===== src/tmip_pkg.sv =====
`default_nettype none

package tmip_pkg;

	localparam int MAX_SIDE  = 16;
	localparam int BUF_DEPTH = MAX_SIDE * MAX_SIDE;  // 256 entries
	localparam int TAPS      = 9;

	typedef logic signed [15:0] pixel_t;
	typedef logic signed [39:0] acc_t;
	typedef logic [$clog2(MAX_SIDE)-1:0] coord_t;
	typedef logic [$clog2(BUF_DEPTH)-1:0] addr_t;
	typedef logic [$clog2(MAX_SIDE):0] size_t;  // 4, 8 or 16

	typedef enum logic [2:0] {
		act_con = 3'd0,
		act_hor = 3'd2,
		act_ver = 3'd3
	} action_t;

	// row offset of tap k, taps run in raster order over the window
	function automatic logic signed [1:0] tap_row_off(input logic [3:0] k);
		if (k < 4'd3)
			return -2'sd1;
		else if (k < 4'd6)
			return 2'sd0;
		else
			return 2'sd1;
	endfunction

	function automatic logic signed [1:0] tap_col_off(input logic [3:0] k);
		case (k)
			4'd0, 4'd3, 4'd6: return -2'sd1;
			4'd1, 4'd4, 4'd7: return 2'sd0;
			default: return 2'sd1;
		endcase
	endfunction

endpackage

`default_nettype wire


===== src/tmip_loader.sv =====
`default_nettype none

module tmip_loader
	import tmip_pkg::*;
(
	input  wire logic    clk,
	input  wire logic    rst_n,
	input  wire logic    i_in_valid,
	input  wire logic    i_in_valid_2,
	input  wire pixel_t  i_image,
	input  wire pixel_t  i_template,
	input  wire size_t   i_img_size,
	input  wire action_t i_action,
	output logic         o_wr_en,
	output addr_t        o_wr_addr,
	output pixel_t       o_wr_data,
	output size_t        o_img_size,
	output pixel_t       o_weights [TAPS],
	output logic         o_flip_h,
	output logic         o_flip_v
);

	logic       in_valid_d;
	logic       first;
	addr_t      pix_cnt;
	logic [3:0] tidx;
	logic [3:0] wsel;

	// rising in_valid starts a new frame
	assign first = i_in_valid && !in_valid_d;
	assign wsel  = first ? 4'd0 : tidx;

	assign o_wr_en   = i_in_valid;
	assign o_wr_addr = first ? '0 : pix_cnt;
	assign o_wr_data = i_image;

	always_ff @(posedge clk or negedge rst_n) begin
		if (!rst_n) begin
			in_valid_d <= 1'b0;
			pix_cnt    <= '0;
			tidx       <= '0;
			o_flip_h   <= 1'b0;
			o_flip_v   <= 1'b0;
		end else begin
			in_valid_d <= i_in_valid;
			if (i_in_valid) begin
				pix_cnt <= o_wr_addr + addr_t'(1);
				if (wsel < 4'(TAPS))
					tidx <= wsel + 4'd1;
			end
			if (first) begin
				o_flip_h <= 1'b0;
				o_flip_v <= 1'b0;
			end else if (i_in_valid_2) begin
				case (i_action)
					act_hor: o_flip_h <= !o_flip_h;
					act_ver: o_flip_v <= !o_flip_v;
					act_con: ;  // correlation runs after every list
					default: ;
				endcase
			end
		end
	end

	always_ff @(posedge clk) begin
		if (first)
			o_img_size <= i_img_size;
		if (i_in_valid && wsel < 4'(TAPS))
			o_weights[wsel] <= i_template;
	end

endmodule

`default_nettype wire


===== config.mk =====
export PLATFORM = sky130hd
export DESIGN_NAME = tmip_loader
export DESIGN_NICKNAME = d
export VERILOG_FILES = /design/src/tmip_pkg.sv /design/src/tmip_loader.sv
export SDC_FILE = /design/constraint.sdc
export NUM_CORES = 1
export LEC_CHECK = 0
export BUFFER_PORTS_ARGS = -buffer_cell sky130_fd_sc_hd__clkbuf_2
export CORE_MARGIN = 2
export CORE_UTILIZATION = 30
export DETAILED_ROUTE_END_ITERATION = 12
export SLEW_MARGIN = 0
export SYNTH_ARGS = -nofsm -noshare
export SYNTH_HDL_FRONTEND = slang
export SYNTH_SLANG_ARGS = --single-unit

===== constraint.sdc =====
create_clock -name clk -period 3.1 [get_ports clk]
set_clock_uncertainty 0.1 [all_clocks]
set_input_delay 0.31 -clock clk [delete_from_list [all_inputs] [get_ports clk]]
set_output_delay 0.31 -clock clk [all_outputs]
set_load 0.01 [all_outputs]

# Yosys cells after proc, flatten, opt, wreduce, memory -nomap -nowiden
# Index checks and enable logic that the tools add are counted.
# op_classes
n_eq_ne,2
magnitude_cmp,3
n_addsub,2
bitwise,1
n_reduce_logical,12
muxes,11
# op_table
cell,count
144-bit bitwise mux,1
16-bit demux with 4-bit select,1
16-bit 2-to-1 mux,1
"8-bit by 1-bit adder with 8-bit output, second input constant",1
8-bit 2-to-1 mux,1
"3-bit by 2-bit equality test with 1-bit output, second input constant",2
1-bit 2-to-1 mux,6
2-bit AND reduction,3
2-bit nonzero test,3
"5-bit greater-or-equal comparator, second input constant",1
"5-bit by 1-bit less-than comparator with 1-bit output, second input constant",1
4-bit inverter with 5-bit output,1
"4-bit by 1-bit adder with 4-bit output, second input constant",1
"4-bit less-than comparator, second input constant",1
4-bit 2-to-1 mux,1
1-bit logical AND,3
1-bit zero test,3
# word_totals
output_inout_bits,176
reg_bits,164
word_cells,46
inputBits,44

# Longest topological paths before layout
# Gate-level depths: netlist of the first run.
# depth
depth_word,9
ltp_mapped,8

# Worst setup path before layout of the first run
# Ideal clock, no wire load.
# synth_path
path_type,flip-flop to flip-flop
from,register in_valid_d
to,"register o_weights[0] (netlist bit), enable pin"
t_arrival_ps,1541
slack_ps,1086
setup_ps,374
stages_incl_launch_ff,7
path_cell_list,dfrtp_1 -> nand2b_1 -> buf_6 -> nand2_1 -> ha_1 -> nor2b_1 -> and3_1
# synth_between
elab_chain_len,5
# synth_lines
item,line,text
start: declaration,tmip_loader.sv:23,logic in_valid_d;
start signal: assignment,tmip_loader.sv:45,in_valid_d <= i_in_valid;
1-bit zero test,tmip_loader.sv:30,assign first = i_in_valid && !in_valid_d;
1-bit logical AND,tmip_loader.sv:30,
4-bit 2-to-1 mux,tmip_loader.sv:31,assign wsel = first ? 4'd0 : tidx;
4-bit less-than comparator,tmip_loader.sv:68,if (i_in_valid && wsel < 4'(TAPS))
1-bit logical AND,tmip_loader.sv:68,
end signal: indexed assignment,tmip_loader.sv:69,o_weights[wsel] <= i_template;
end: declaration,tmip_loader.sv:18,"output pixel_t o_weights [TAPS],"
# Every way passes these cells.
# A chain may end at the register's enable or synchronous reset.

# Worst setup path after layout of the first run
# layout_path
from,register in_valid_d
to,output port o_wr_addr[3]
# layout_between
elab_chain_len,3
# layout_lines
item,line,text
1-bit zero test,tmip_loader.sv:30,
1-bit logical AND,tmip_loader.sv:30,
via first,tmip_loader.sv:24,logic first;
8-bit 2-to-1 mux,tmip_loader.sv:34,assign o_wr_addr = first ? '0 : pix_cnt;
end: declaration,tmip_loader.sv:15,"output addr_t o_wr_addr,"
# The timed path passes the listed nets, and every way through them passes these cells.

==> reports/qor.yml, run 1 <==
diodes: 0
cpMaxStageDelayCell: "dfrtp_1"
wl_per_cell_um: 17.4
io_pins: 220
synth_edf_count: 149
power_mw: 5.30
start_util: 0.306
crit_family: "buffers and inverters"
yosys.area.top_type_share: 0.811
met2WireLength_um: 5790
path_max_fanout: 12
n_fill_cell: 1628
fin_crit_ns: 2.47
syn-num-nets: 314
worst_pin_slew_ns: 0.400
fp.dieH_um: 140
gr-total-overflow: 0
synth_area_leaders: "edfxtp_1 81%, dfrtp_1 6.8%, buf_4 2.3%, and2_1 1.2%, ha_1 1.1%"
final-seq-area_um2: 4850
period_share: 0.796
max_stage_delay_ns: 0.52
endpoint_kind: "primary output"
cp-start-kind: "register"
dr_wl_met3_um: 1240
path_class: "reg2out"
stdcell_area_um2: 7330
drcViolationCount: 0
vdd_drop_max_uv: 378
cp_data_required_time_ns: 2.69
routed_via_density: 4.44
syn_area_um2: 5520
drive_gt1_frac: 0.486
detail_route.wirelength.met1_um: 4990
routabilityCongestion: 0.767
drtAntennaViolNets: 0
root_buffer: "clkbuf_16"
drt_pre_antenna_iters: 4
hold_viol: 0
grt_usage: 0.128
cts-resized-gates: 0
multi_input_area_um2: 499
crit_buf_inv: 2
avgSynthCellArea_um2: 20.8
setup_viol: 0
layout.nets: 515
ys_seq_area_frac: 0.879
final.setup.tns_ns: 0
synthArstFlopShare: 0.0915
synth_top_cell_by_area: "edfxtp_1"
rsz0062_at_grt: "no"
vias: 3142
cts_made_buffers: 17
syn_inst: 265
highest_layer: "met4"
hold_class: "in2reg"
slew-limit-headroom: 0.733
fmax_mhz: 405
path_clk_slew_ns: 0.07
row_count: 49
dieArea_um2: 19500
outcome: "finished clean"
grt_max_degree: 20
die_x_um: 140
dp_hpwl_um: 8320
htree_num_levels: 4
insertion_delay_ns: 0.42
first_global_vias: 3046
power_leakage_nw: 2.92
cts_tree: "yes"
yosysWarnings: 0
numPortBuffers: 187
ys_seq_elements: 164
core_um2: 18000
p_per_area_nw_per_um2: 723
cp.arrival_ns: 2.06
clk_path_buf_depth: 2
layout_commonest_cell: "clkbuf_2"
routed_wl_um: 12300
cts_sinks: 164
synth_cell_types: 34
placed_area_um2: 6660
drv.max_cap_violation_count: 0
drt-initial-drc-count: 188
layout_common_cells: "187 x clkbuf_2, 149 x edfxtp_1, 17 x clkbuf_16, 15 x dfrtp_1, 11 x and2_1"
antenna_found_initial: 1
areaGrowthSynthToFinish_pct: 32.8
crit_chain: "nand2b_1, clkinv_1, nor2_1, clkbuf_2"
synthFlopType: "edfxtp_1"
grt_pass1_wl_um: 18200
slew_viol_final: 0
## registers in the layout (all words and copies together) (netlist names)
name / count
o_img_size: 5
pix_cnt: 8
o_flip_h: 1
o_weights: 144
tidx: 4
o_flip_v: 1
in_valid_d: 1
## cell usage after synthesis (2+ instances only)
library cell and number:
ha_1 5, nand3_1 4, nor2_1 10, nand2_1 5, o21ai_0 5, edfxtp_1 149
mux2_2 4, xor2_1 2, nand4b_1 2, buf_4 17, or3_1 2, inv_1 5
nand2b_1 2, dfrtp_1 15, a21oi_1 4, and2_1 11, a21boi_0 2, and3_1 5
## through the flow
stage | utilization | hold WS (ns) | instances | setup slack [ns]
floorplan | - | -0.0856 | 265 | 1.09
detailed placement | 0.370 | 0.158 | 670 | 0.715
CTS | 0.406 | 0.0536 | 708 | 0.623
global placement | 0.370 | 0.149 | 670 | 0.841
global route | 0.406 | 0.0624 | 708 | 0.387
finish | 0.406 | 0.0708 | 708 | 0.633
## cells by family (layout without fill, tap and decap cells)
| logic type | Yosys count | after routing | synth area share |
|---|---|---|---|
| DFF | 164 | 164 | 0.879 |
| and+or+nand+nor | 48 | 48 | 0.0492 |
| buffers and inverters | 26 | 240 | 0.0308 |
| AOI/OAI and AO/OA | 14 | 14 | 0.0152 |
| adders and majority gates | 5 | 5 | 0.0113 |
| muxes | 5 | 5 | 0.00997 |
| xor gates and xnor gates | 3 | 3 | 0.00476 |
## worst paths after layout
path | startpoint | to | slack, ns | cells after the start
worst max register to register | in_valid_d$_DFF_PN0_ | o_weights[2]$_DFFE_PP_ | 0.77 | 6
worst min register to register | tidx[0]$_DFFE_PN0P_ | tidx[0]$_DFFE_PN0P_ | 0.41 | 1
worst min-delay path | i_template[13] | o_weights[61]$_DFFE_PP_ | 0.07 | 1
min in group asynchronous | rst_n | pix_cnt[6]$_DFFE_PN0P_ | 0.24 | 2
max in group asynchronous | rst_n | tidx[0]$_DFFE_PN0P_ | 2.37 | 2
worst max-delay path | in_valid_d$_DFF_PN0_ | o_wr_addr[3] | 0.63 | 4
## per-layer routing
layer	GRT usage	vias up
met5	0	-
li1	-	1401
met4	0.0553	0
met2	0.201	194
met3	0.0489	24
met1	0.159	1523
## power by group
part           internal, mW  switching, mW
sequential             2.61         0.0895
clock                  1.10          0.976
combinational         0.188          0.333
total                  3.90           1.40
## cell type report
class                      count  area share
multi-input combinational     75      0.0681
timing repair buffer         202       0.145
inverter                       6     0.00307
tap                          229      0.0391
clock inverter                15      0.0246
sequential                   164       0.662
clock buffer                  17      0.0581
## what timing repair did
item,in CTS,in global routing
endpoints found under the hold margin,20,0
hold buffers,6,0
setup buffers,0,0
Note: power is estimated with default switching activity, not from simulation.
==> run 2, diff against run 1 <==
--- a/config.mk
+++ b/config.mk
@@ -5,6 +5,7 @@
 export SDC_FILE = /design/constraint.sdc
 export NUM_CORES = 1
 export LEC_CHECK = 0
+export ABC_AREA = 1
 export BUFFER_PORTS_ARGS = -buffer_cell sky130_fd_sc_hd__clkbuf_2
 export CORE_MARGIN = 2
 export CORE_UTILIZATION = 30
==> constraint.sdc (replaced) <==
create_clock -name clk -period 2.4 [get_ports clk]
set_clock_uncertainty 0.1 [all_clocks]
set_input_delay 0.24 -clock clk [delete_from_list [all_inputs] [get_ports clk]]
set_output_delay 0.24 -clock clk [all_outputs]
set_load 0.01 [all_outputs]
==> run 2 against run 1 <==
Clock power increased by 20%. Critical endpoint is now o_weights[141]$_DFFE_PP_. Register-to-register slack got worse by 0.60 ns. Non-clock buffer count increased by 14. Global-route usage increased by 0.70 points. Sequential share of layout area decreased by 2.4 points. Count of clock-buffer cells in the layout increased by 1.
==> reports/qor.yml, run 2 <==
setup_viol: 0  # unchanged
synth_area_leaders: "edfxtp_1 80%, dfrtp_1 6.7%, buf_4 2.3%, inv_1 1.7%, nand2_1 1.5%"  # was edfxtp_1 81%, dfrtp_1 6.8%, buf_4 2.3%, and2_1 1.2%, ha_1 1.1%
largest_register: "o_weights"  # unchanged
reg_top3: "o_weights: 144 flops, pix_cnt: 8 flops, o_img_size: 5 flops"  # unchanged
yosysWarnings: 0  # unchanged
drive_gt1_frac: 0.507  # was 0.486
drv.max_cap_violation_count: 0  # unchanged
grt_usage: 0.135  # was 0.128
cts_made_buffers: 17  # unchanged
crit_family: "simple AND/OR/NAND/NOR gates"  # was buffers and inverters
cp.arrival_ns: 2.26  # was 2.06 ns
row_count: 49  # unchanged
layout_common_cells: "187 x clkbuf_2, 149 x edfxtp_1, 25 x inv_1, 23 x nand2_1, 17 x clkbuf_16"  # was 187 x clkbuf_2, 149 x edfxtp_1, 17 x clkbuf_16, 15 x dfrtp_1, 11 x and2_1
vdd_drop_max_uv: 570  # was 378 µV
insertion_delay_ns: 0.43  # was 0.42 ns
outcome: "finished clean"  # unchanged
slew_viol_final: 0  # unchanged
period_share: 0.930
cp-start-kind: "register"  # unchanged
fin_crit_ns: 2.23
cpMaxStageDelayCell: "dfrtp_1"  # unchanged
gr-total-overflow: 0  # unchanged
routed_wl_um: 13200  # was 12300 µm
n_fill_cell: 1637  # was 1628
layout.nets: 558  # was 515
cp_data_required_time_ns: 2.43  # was 2.69 ns
power_leakage_nw: 3.13  # was 2.92 nW
path_class: "reg2reg"  # was reg2out
crit_chain: "inv_2, nand2_8, inv_2, nor2_1, inv_1, ha_1, inv_1, nor2_1, nand2_1, nand2_4, inv_4, nor3_4, buf_4"  # was nand2b_1, clkinv_1, nor2_1, clkbuf_2
yosysMostFrequentCell: "edfxtp_1"  # unchanged
htree_num_levels: 4  # unchanged
vias: 3233  # was 3142
drt-initial-drc-count: 160  # was 188
endpoint_kind: "register"  # was primary output
ys_seq_elements: 164  # unchanged
cts_tree: "yes"  # unchanged
dp_hpwl_um: 9700  # was 8320 µm
areaGrowthSynthToFinish_pct: 35.8  # was 32.8%
max_stage_delay_ns: 0.38  # was 0.52 ns
hold_class: "in2reg"  # unchanged
ys_seq_area_frac: 0.866  # was 0.879
synth_cell_types: 23  # was 34
numPortBuffers: 187  # unchanged
clk_path_buf_depth: 2  # unchanged
synth_edf_count: 149  # unchanged
avgSynthCellArea_um2: 19.1  # was 20.8 µm²
slew-limit-headroom: 0.698  # was 0.733
fmax_mhz: 448
routed_via_density: 4.31  # was 4.44
final-seq-area_um2: 4850  # unchanged
start_util: 0.308  # was 0.306
io_pins: 220  # unchanged
cts_sinks: 164  # unchanged
root_buffer: "clkbuf_16"  # unchanged
synth_commonest_cells: "149 x edfxtp_1, 26 x inv_1, 23 x nand2_1"  # was 149 x edfxtp_1, 17 x buf_4, 15 x dfrtp_1
worst_pin_slew_ns: 0.451  # was 0.400 ns
syn-num-nets: 342  # was 314
drcViolationCount: 0  # unchanged
drtAntennaViolNets: 0  # unchanged
hold_viol: 0  # unchanged
antenna_found_initial: 0  # was 1
dieArea_um2: 19800  # was 19500 µm²
die_x_um: 141  # was 140 µm
final.setup.tns_ns: 0  # unchanged
drt_pre_antenna_iters: 4  # unchanged
routabilityCongestion: 0.758  # was 0.767
yosys.area.top_type_share: 0.799  # was 0.811
fp.dieH_um: 141  # was 140 µm
layout_commonest_cell: "clkbuf_2"  # unchanged
rsz0062_at_grt: "no"  # unchanged
largest_register_ffs: 144  # unchanged
crit_buf_inv: 6  # was 2
synthFlopType: "edfxtp_1"  # unchanged
first_global_vias: 3204  # was 3046
placed_area_um2: 6970  # was 6660 µm²
diodes: 0  # unchanged
wl_per_cell_um: 17.6  # was 17.4 µm
path_clk_slew_ns: 0.07  # about the same
multi_input_area_um2: 567  # was 499 µm²
grt_pass1_wl_um: 19400  # was 18200 µm
synthArstFlopShare: 0.0915  # unchanged
core_um2: 18100  # was 18000 µm²
syn_inst: 293  # was 265
grt_max_degree: 17  # was 20
path_max_fanout: 9  # was 12
synth_top_cell_by_area: "edfxtp_1"  # unchanged
stdcell_area_um2: 7600  # was 7330 µm²
syn_area_um2: 5600  # was 5520 µm²
power_mw: 6.69  # was 5.30 mW
p_per_area_nw_per_um2: 881  # was 723 nW/µm²
-- run 2: stage by stage --
stage | worst slack (ns) | cells | hold WS, ns | utilization
2_1_floorplan | -0.143 | 293 | -0.156 | -
6_report | 0.167 | 750 | 0.0318 | 0.419
3_5_place_dp | 0.153 | 710 | 0.0927 | 0.384
5_1_grt | 0.0148 | 750 | 0.0300 | 0.419
3_3_place_gp | 0.219 | 710 | 0.0876 | 0.384
4_1_cts | 0.136 | 749 | 0.0223 | 0.418
-- run 2: logic make-up after synthesis --
family / synth area share
flops: 0.866
fa+ha+maj: 0.0112
buf+inv: 0.0489
xor+xnor: 0.00469
simple gates: 0.0590
compound gates: 0.00983
-- run 2: layout make-up --
cell class / instances / area share
flip-flops and latches: 164 / 0.638
repair buffers: 216 / 0.163
multi-input cells: 80 / 0.0746
clock buffers: 18 / 0.0565
well taps: 229 / 0.0377
clock inverters: 13 / 0.0153
inverters: 30 / 0.0151
-- run 2: report_power, final --
part / switching, mW / internal, mW
Sequential: 0.0902 / 3.32
Combinational: 0.528 / 0.270
Clock: 1.14 / 1.35
-- run 2: final timing paths --
kind / slack, ns / to / depth (start not counted) / start
worst max-delay path: 0.17 / o_weights[141]$_DFFE_PP_ / 13 / in_valid_d$_DFF_PN0_
worst min-delay path: 0.03 / o_weights[109]$_DFFE_PP_ / 1 / i_template[13]
worst max register to register: 0.17 / o_weights[141]$_DFFE_PP_ / 13 / in_valid_d$_DFF_PN0_
worst min register to register: 0.38 / o_flip_h$_DFFE_PN0P_ / 1 / o_flip_h$_DFFE_PN0P_
max in group asynchronous: 1.72 / tidx[2]$_DFFE_PN0P_ / 2 / rst_n
min in group asynchronous: 0.17 / pix_cnt[7]$_DFFE_PN0P_ / 2 / rst_n
-- run 2: metal layers --
layer	global-route usage	up-vias	share of wire
met3	0.0455	13	0.073
li1	-	1469	-
met4	0.0542	0	0.014
met1	0.158	1583	0.41
met5	0	-	0
met2	0.229	168	0.50
-- run 2: timing repair --
action	in CTS	in global routing
gates resized for setup	0	1
setup buffers	0	1
hold buffers	8	0
hold endpoints to repair	21	0
endpoints found under the setup margin	0	18
==> run 3, diff against run 2 <==
==> constraint.sdc (replaced) <==
create_clock -name clk -period 2.8 [get_ports clk]
set_clock_uncertainty 0.1 [all_clocks]
set_input_delay 0.28 -clock clk [delete_from_list [all_inputs] [get_ports clk]]
set_output_delay 0.28 -clock clk [all_outputs]
set_load 0.01 [all_outputs]
==> run 3 against run 2 <==
Cell count is 1.1% lower. Critical path depth is the same. Setup slack improved by 0.090 ns. Critical endpoint is now o_weights[104]$_DFFE_PP_. Largest cell class unchanged.
==> reports/qor.yml, run 3 (same netlist as run 2, synthesis figures left out) <==
cts_made_buffers: 17  # unchanged
stdcell_area_um2: 7480  # was 7600 µm²
htree_num_levels: 4  # unchanged
path_max_fanout: 16  # was 9
layout.nets: 550  # was 558
largest_register: "o_weights"  # unchanged
root_buffer: "clkbuf_16"  # unchanged
vdd_drop_max_uv: 529  # was 570 µV
cts.hold.buffers_added: 6  # was 8
hold_viol: 0  # unchanged
hold_class: "in2reg"  # unchanged
hold_depth: 3  # was 1
clk_path_buf_depth: 2  # unchanged
cp_data_required_time_ns: 2.80  # was 2.43 ns
io_pins: 220  # unchanged
cts-resized-gates: 0  # unchanged
drtAntennaViolNets: 0  # unchanged
core_um2: 18100  # unchanged
grt_pass1_wl_um: 19200  # was 19400 µm
routabilityCongestion: 0.793  # was 0.758
worst_pin_slew_ns: 0.403  # was 0.451 ns
n_fill_cell: 1637  # unchanged
fp.dieH_um: 141  # unchanged
fin_util: 0.412  # was 0.419
dp_hpwl_um: 9120  # was 9700 µm
path_class: "reg2reg"  # unchanged
endpoint_kind: "register"  # unchanged
routed_wl_um: 13000  # was 13200 µm
placed_area_um2: 6830  # was 6970 µm²
cts_sinks: 164  # unchanged
setup_ws_ns: 0.258  # was 0.167 ns
setup_viol: 0  # unchanged
drive_gt1_frac: 0.503  # was 0.507
cp.arrival_ns: 2.54  # was 2.26 ns
drt_pre_antenna_iters: 7  # was 4
rsz0062_at_grt: "no"  # unchanged
reg_top3: "o_weights: 144 flops, pix_cnt: 8 flops, o_img_size: 5 flops"  # unchanged
areaGrowthSynthToFinish_pct: 33.6  # was 35.8%
gr-total-overflow: 0  # unchanged
largest_register_ffs: 144  # unchanged
row_count: 49  # unchanged
drcViolationCount: 0  # unchanged
pre_cts_slack_ns: 0.236  # was 0.153 ns
path_clk_slew_ns: 0.07  # about the same
worstHoldStart: "i_in_valid_2"  # was i_template[13]
grt_max_degree: 17  # unchanged
grt_usage: 0.133  # was 0.135
power_mw: 5.81  # was 6.69 mW
layout_commonest_cell: "clkbuf_2"  # unchanged
r2r-end: "o_weights[104]$_DFFE_PP_"  # was o_weights[141]$_DFFE_PP_
start_util: 0.308  # unchanged
p_per_area_nw_per_um2: 776  # was 881 nW/µm²
antenna_found_initial: 0  # unchanged
die_x_um: 141  # unchanged
post-cts-setup-buffers: 0  # unchanged
final.setup.tns_ns: 0  # unchanged
cts_tree: "yes"  # unchanged
dieArea_um2: 19800  # unchanged
drt-initial-drc-count: 165  # was 160
period_share: 0.908  # was 0.930
routed_via_density: 4.33  # was 4.31
drv.max_cap_violation_count: 0  # unchanged
wl_per_cell_um: 17.5  # was 17.6 µm
fin_crit_ns: 2.54  # was 2.23 ns
vias: 3215  # was 3233
insertion_delay_ns: 0.42  # was 0.43 ns
diodes: 0  # unchanged
layout_common_cells: "187 x clkbuf_2, 149 x edfxtp_1, 26 x inv_1, 23 x nand2_1, 17 x clkbuf_16"  # was 187 x clkbuf_2, 149 x edfxtp_1, 25 x inv_1, 23 x nand2_1, 17 x clkbuf_16
power_leakage_nw: 3.05  # was 3.13 nW
min_to: "o_flip_v$_DFFE_PN0P_"  # was o_weights[109]$_DFFE_PP_
slew_viol_final: 0  # unchanged
outcome: "finished clean"  # unchanged
fmax_mhz: 393  # was 448 MHz
r2r_start: "in_valid_d$_DFF_PN0_"  # unchanged
cp-start-kind: "register"  # unchanged
slew-limit-headroom: 0.732  # was 0.698
rrSetupSlack_ns: 0.26  # was 0.17 ns
r2r_cells: 13  # unchanged
first_global_vias: 3167  # was 3204
numPortBuffers: 187  # unchanged
-- run 3: cell count changes in the layout (fill, tap and decap cells not counted) --
| cell | before | now |
|---|---|---|
| buf_12 | 5 | 1 |
| buf_4 | 16 | 14 |
| bufinv_16 | 0 | 2 |
| clkbuf_1 | 1 | 0 |
| clkinv_2 | 0 | 1 |
| clkinvlp_4 | 4 | 2 |
| dlygate4sd3_1 | 8 | 6 |
| inv_1 | 25 | 26 |
| inv_2 | 4 | 3 |
| inv_6 | 5 | 6 |
| inv_8 | 3 | 2 |
| nor3_2 | 0 | 8 |
| nor3_4 | 8 | 0 |
-- run 3: cell type report --
cell class / instances / area, µm² / area share
Sequential cell: 164 / 4850 / 0.648
Timing Repair Buffer: 208 / 1120 / 0.150
Multi-Input combinational cell: 80 / 517 / 0.0691
Clock buffer: 17 / 425 / 0.0569
Tap cell: 229 / 287 / 0.0383
Clock inverter: 14 / 164 / 0.0219
Inverter: 30 / 115 / 0.0154
-- run 3: how the worst max path moves through the flow --
stage | startpoint | end | slack (ns) | depth (start not counted)
after global routing | in_valid_d$_DFF_PN0_ | o_weights[129]$_DFFE_PP_ | 0.004 | 13
after floorplan | in_valid_d$_DFF_PN0_ | o_weights[100]$_DFFE_PP_ | -0.21 | 12
after global placement | in_valid_d$_DFF_PN0_ | o_weights[129]$_DFFE_PP_ | 0.35 | 13
after detailed placement | in_valid_d$_DFF_PN0_ | o_weights[108]$_DFFE_PP_ | 0.24 | 13
final | in_valid_d$_DFF_PN0_ | o_weights[104]$_DFFE_PP_ | 0.26 | 13
after CTS | in_valid_d$_DFF_PN0_ | o_weights[97]$_DFFE_PP_ | 0.23 | 13
-- run 3: worst max-delay path: stages (launching register included) --
cell and delay [ns]:
dfrtp_1 0.36, inv_1 0.13, nand2_8 0.13, inv_2 0.20, nor2_1 0.11, inv_1 0.11
ha_1 0.16, inv_1 0.07, nor2_1 0.09, nand2_1 0.12, nand2_4 0.13, inv_4 0.08
nor3_2 0.10, buf_4 0.32
-- run 3: stage by stage --
step / hold slack, ns / instances
final: 0.0493 / 742
after global routing: 0.0206 / 742
after CTS: 0.0246 / 742
after detailed placement: 0.130 / 705
after global placement: 0.117 / 705
after floorplan: -0.116 / 293
-- run 3: report_power, final --
part           internal (mW)  leakage [nW]  switching [mW]
combinational          0.187          1.23           0.400
clock                   1.34         0.285           0.969
sequential              2.84          1.54          0.0718
total                   4.36          3.05            1.44
-- run 3: layer usage --
| layer | global-route usage | vias to the layer above | routed length, µm |
|---|---|---|---|
| met5 | 0 | - | 0 |
| met4 | 0.0453 | 0 | 70 |
| met3 | 0.0496 | 9 | 1210 |
| met2 | 0.216 | 193 | 6280 |
| met1 | 0.166 | 1558 | 5430 |
| li1 | - | 1455 | - |
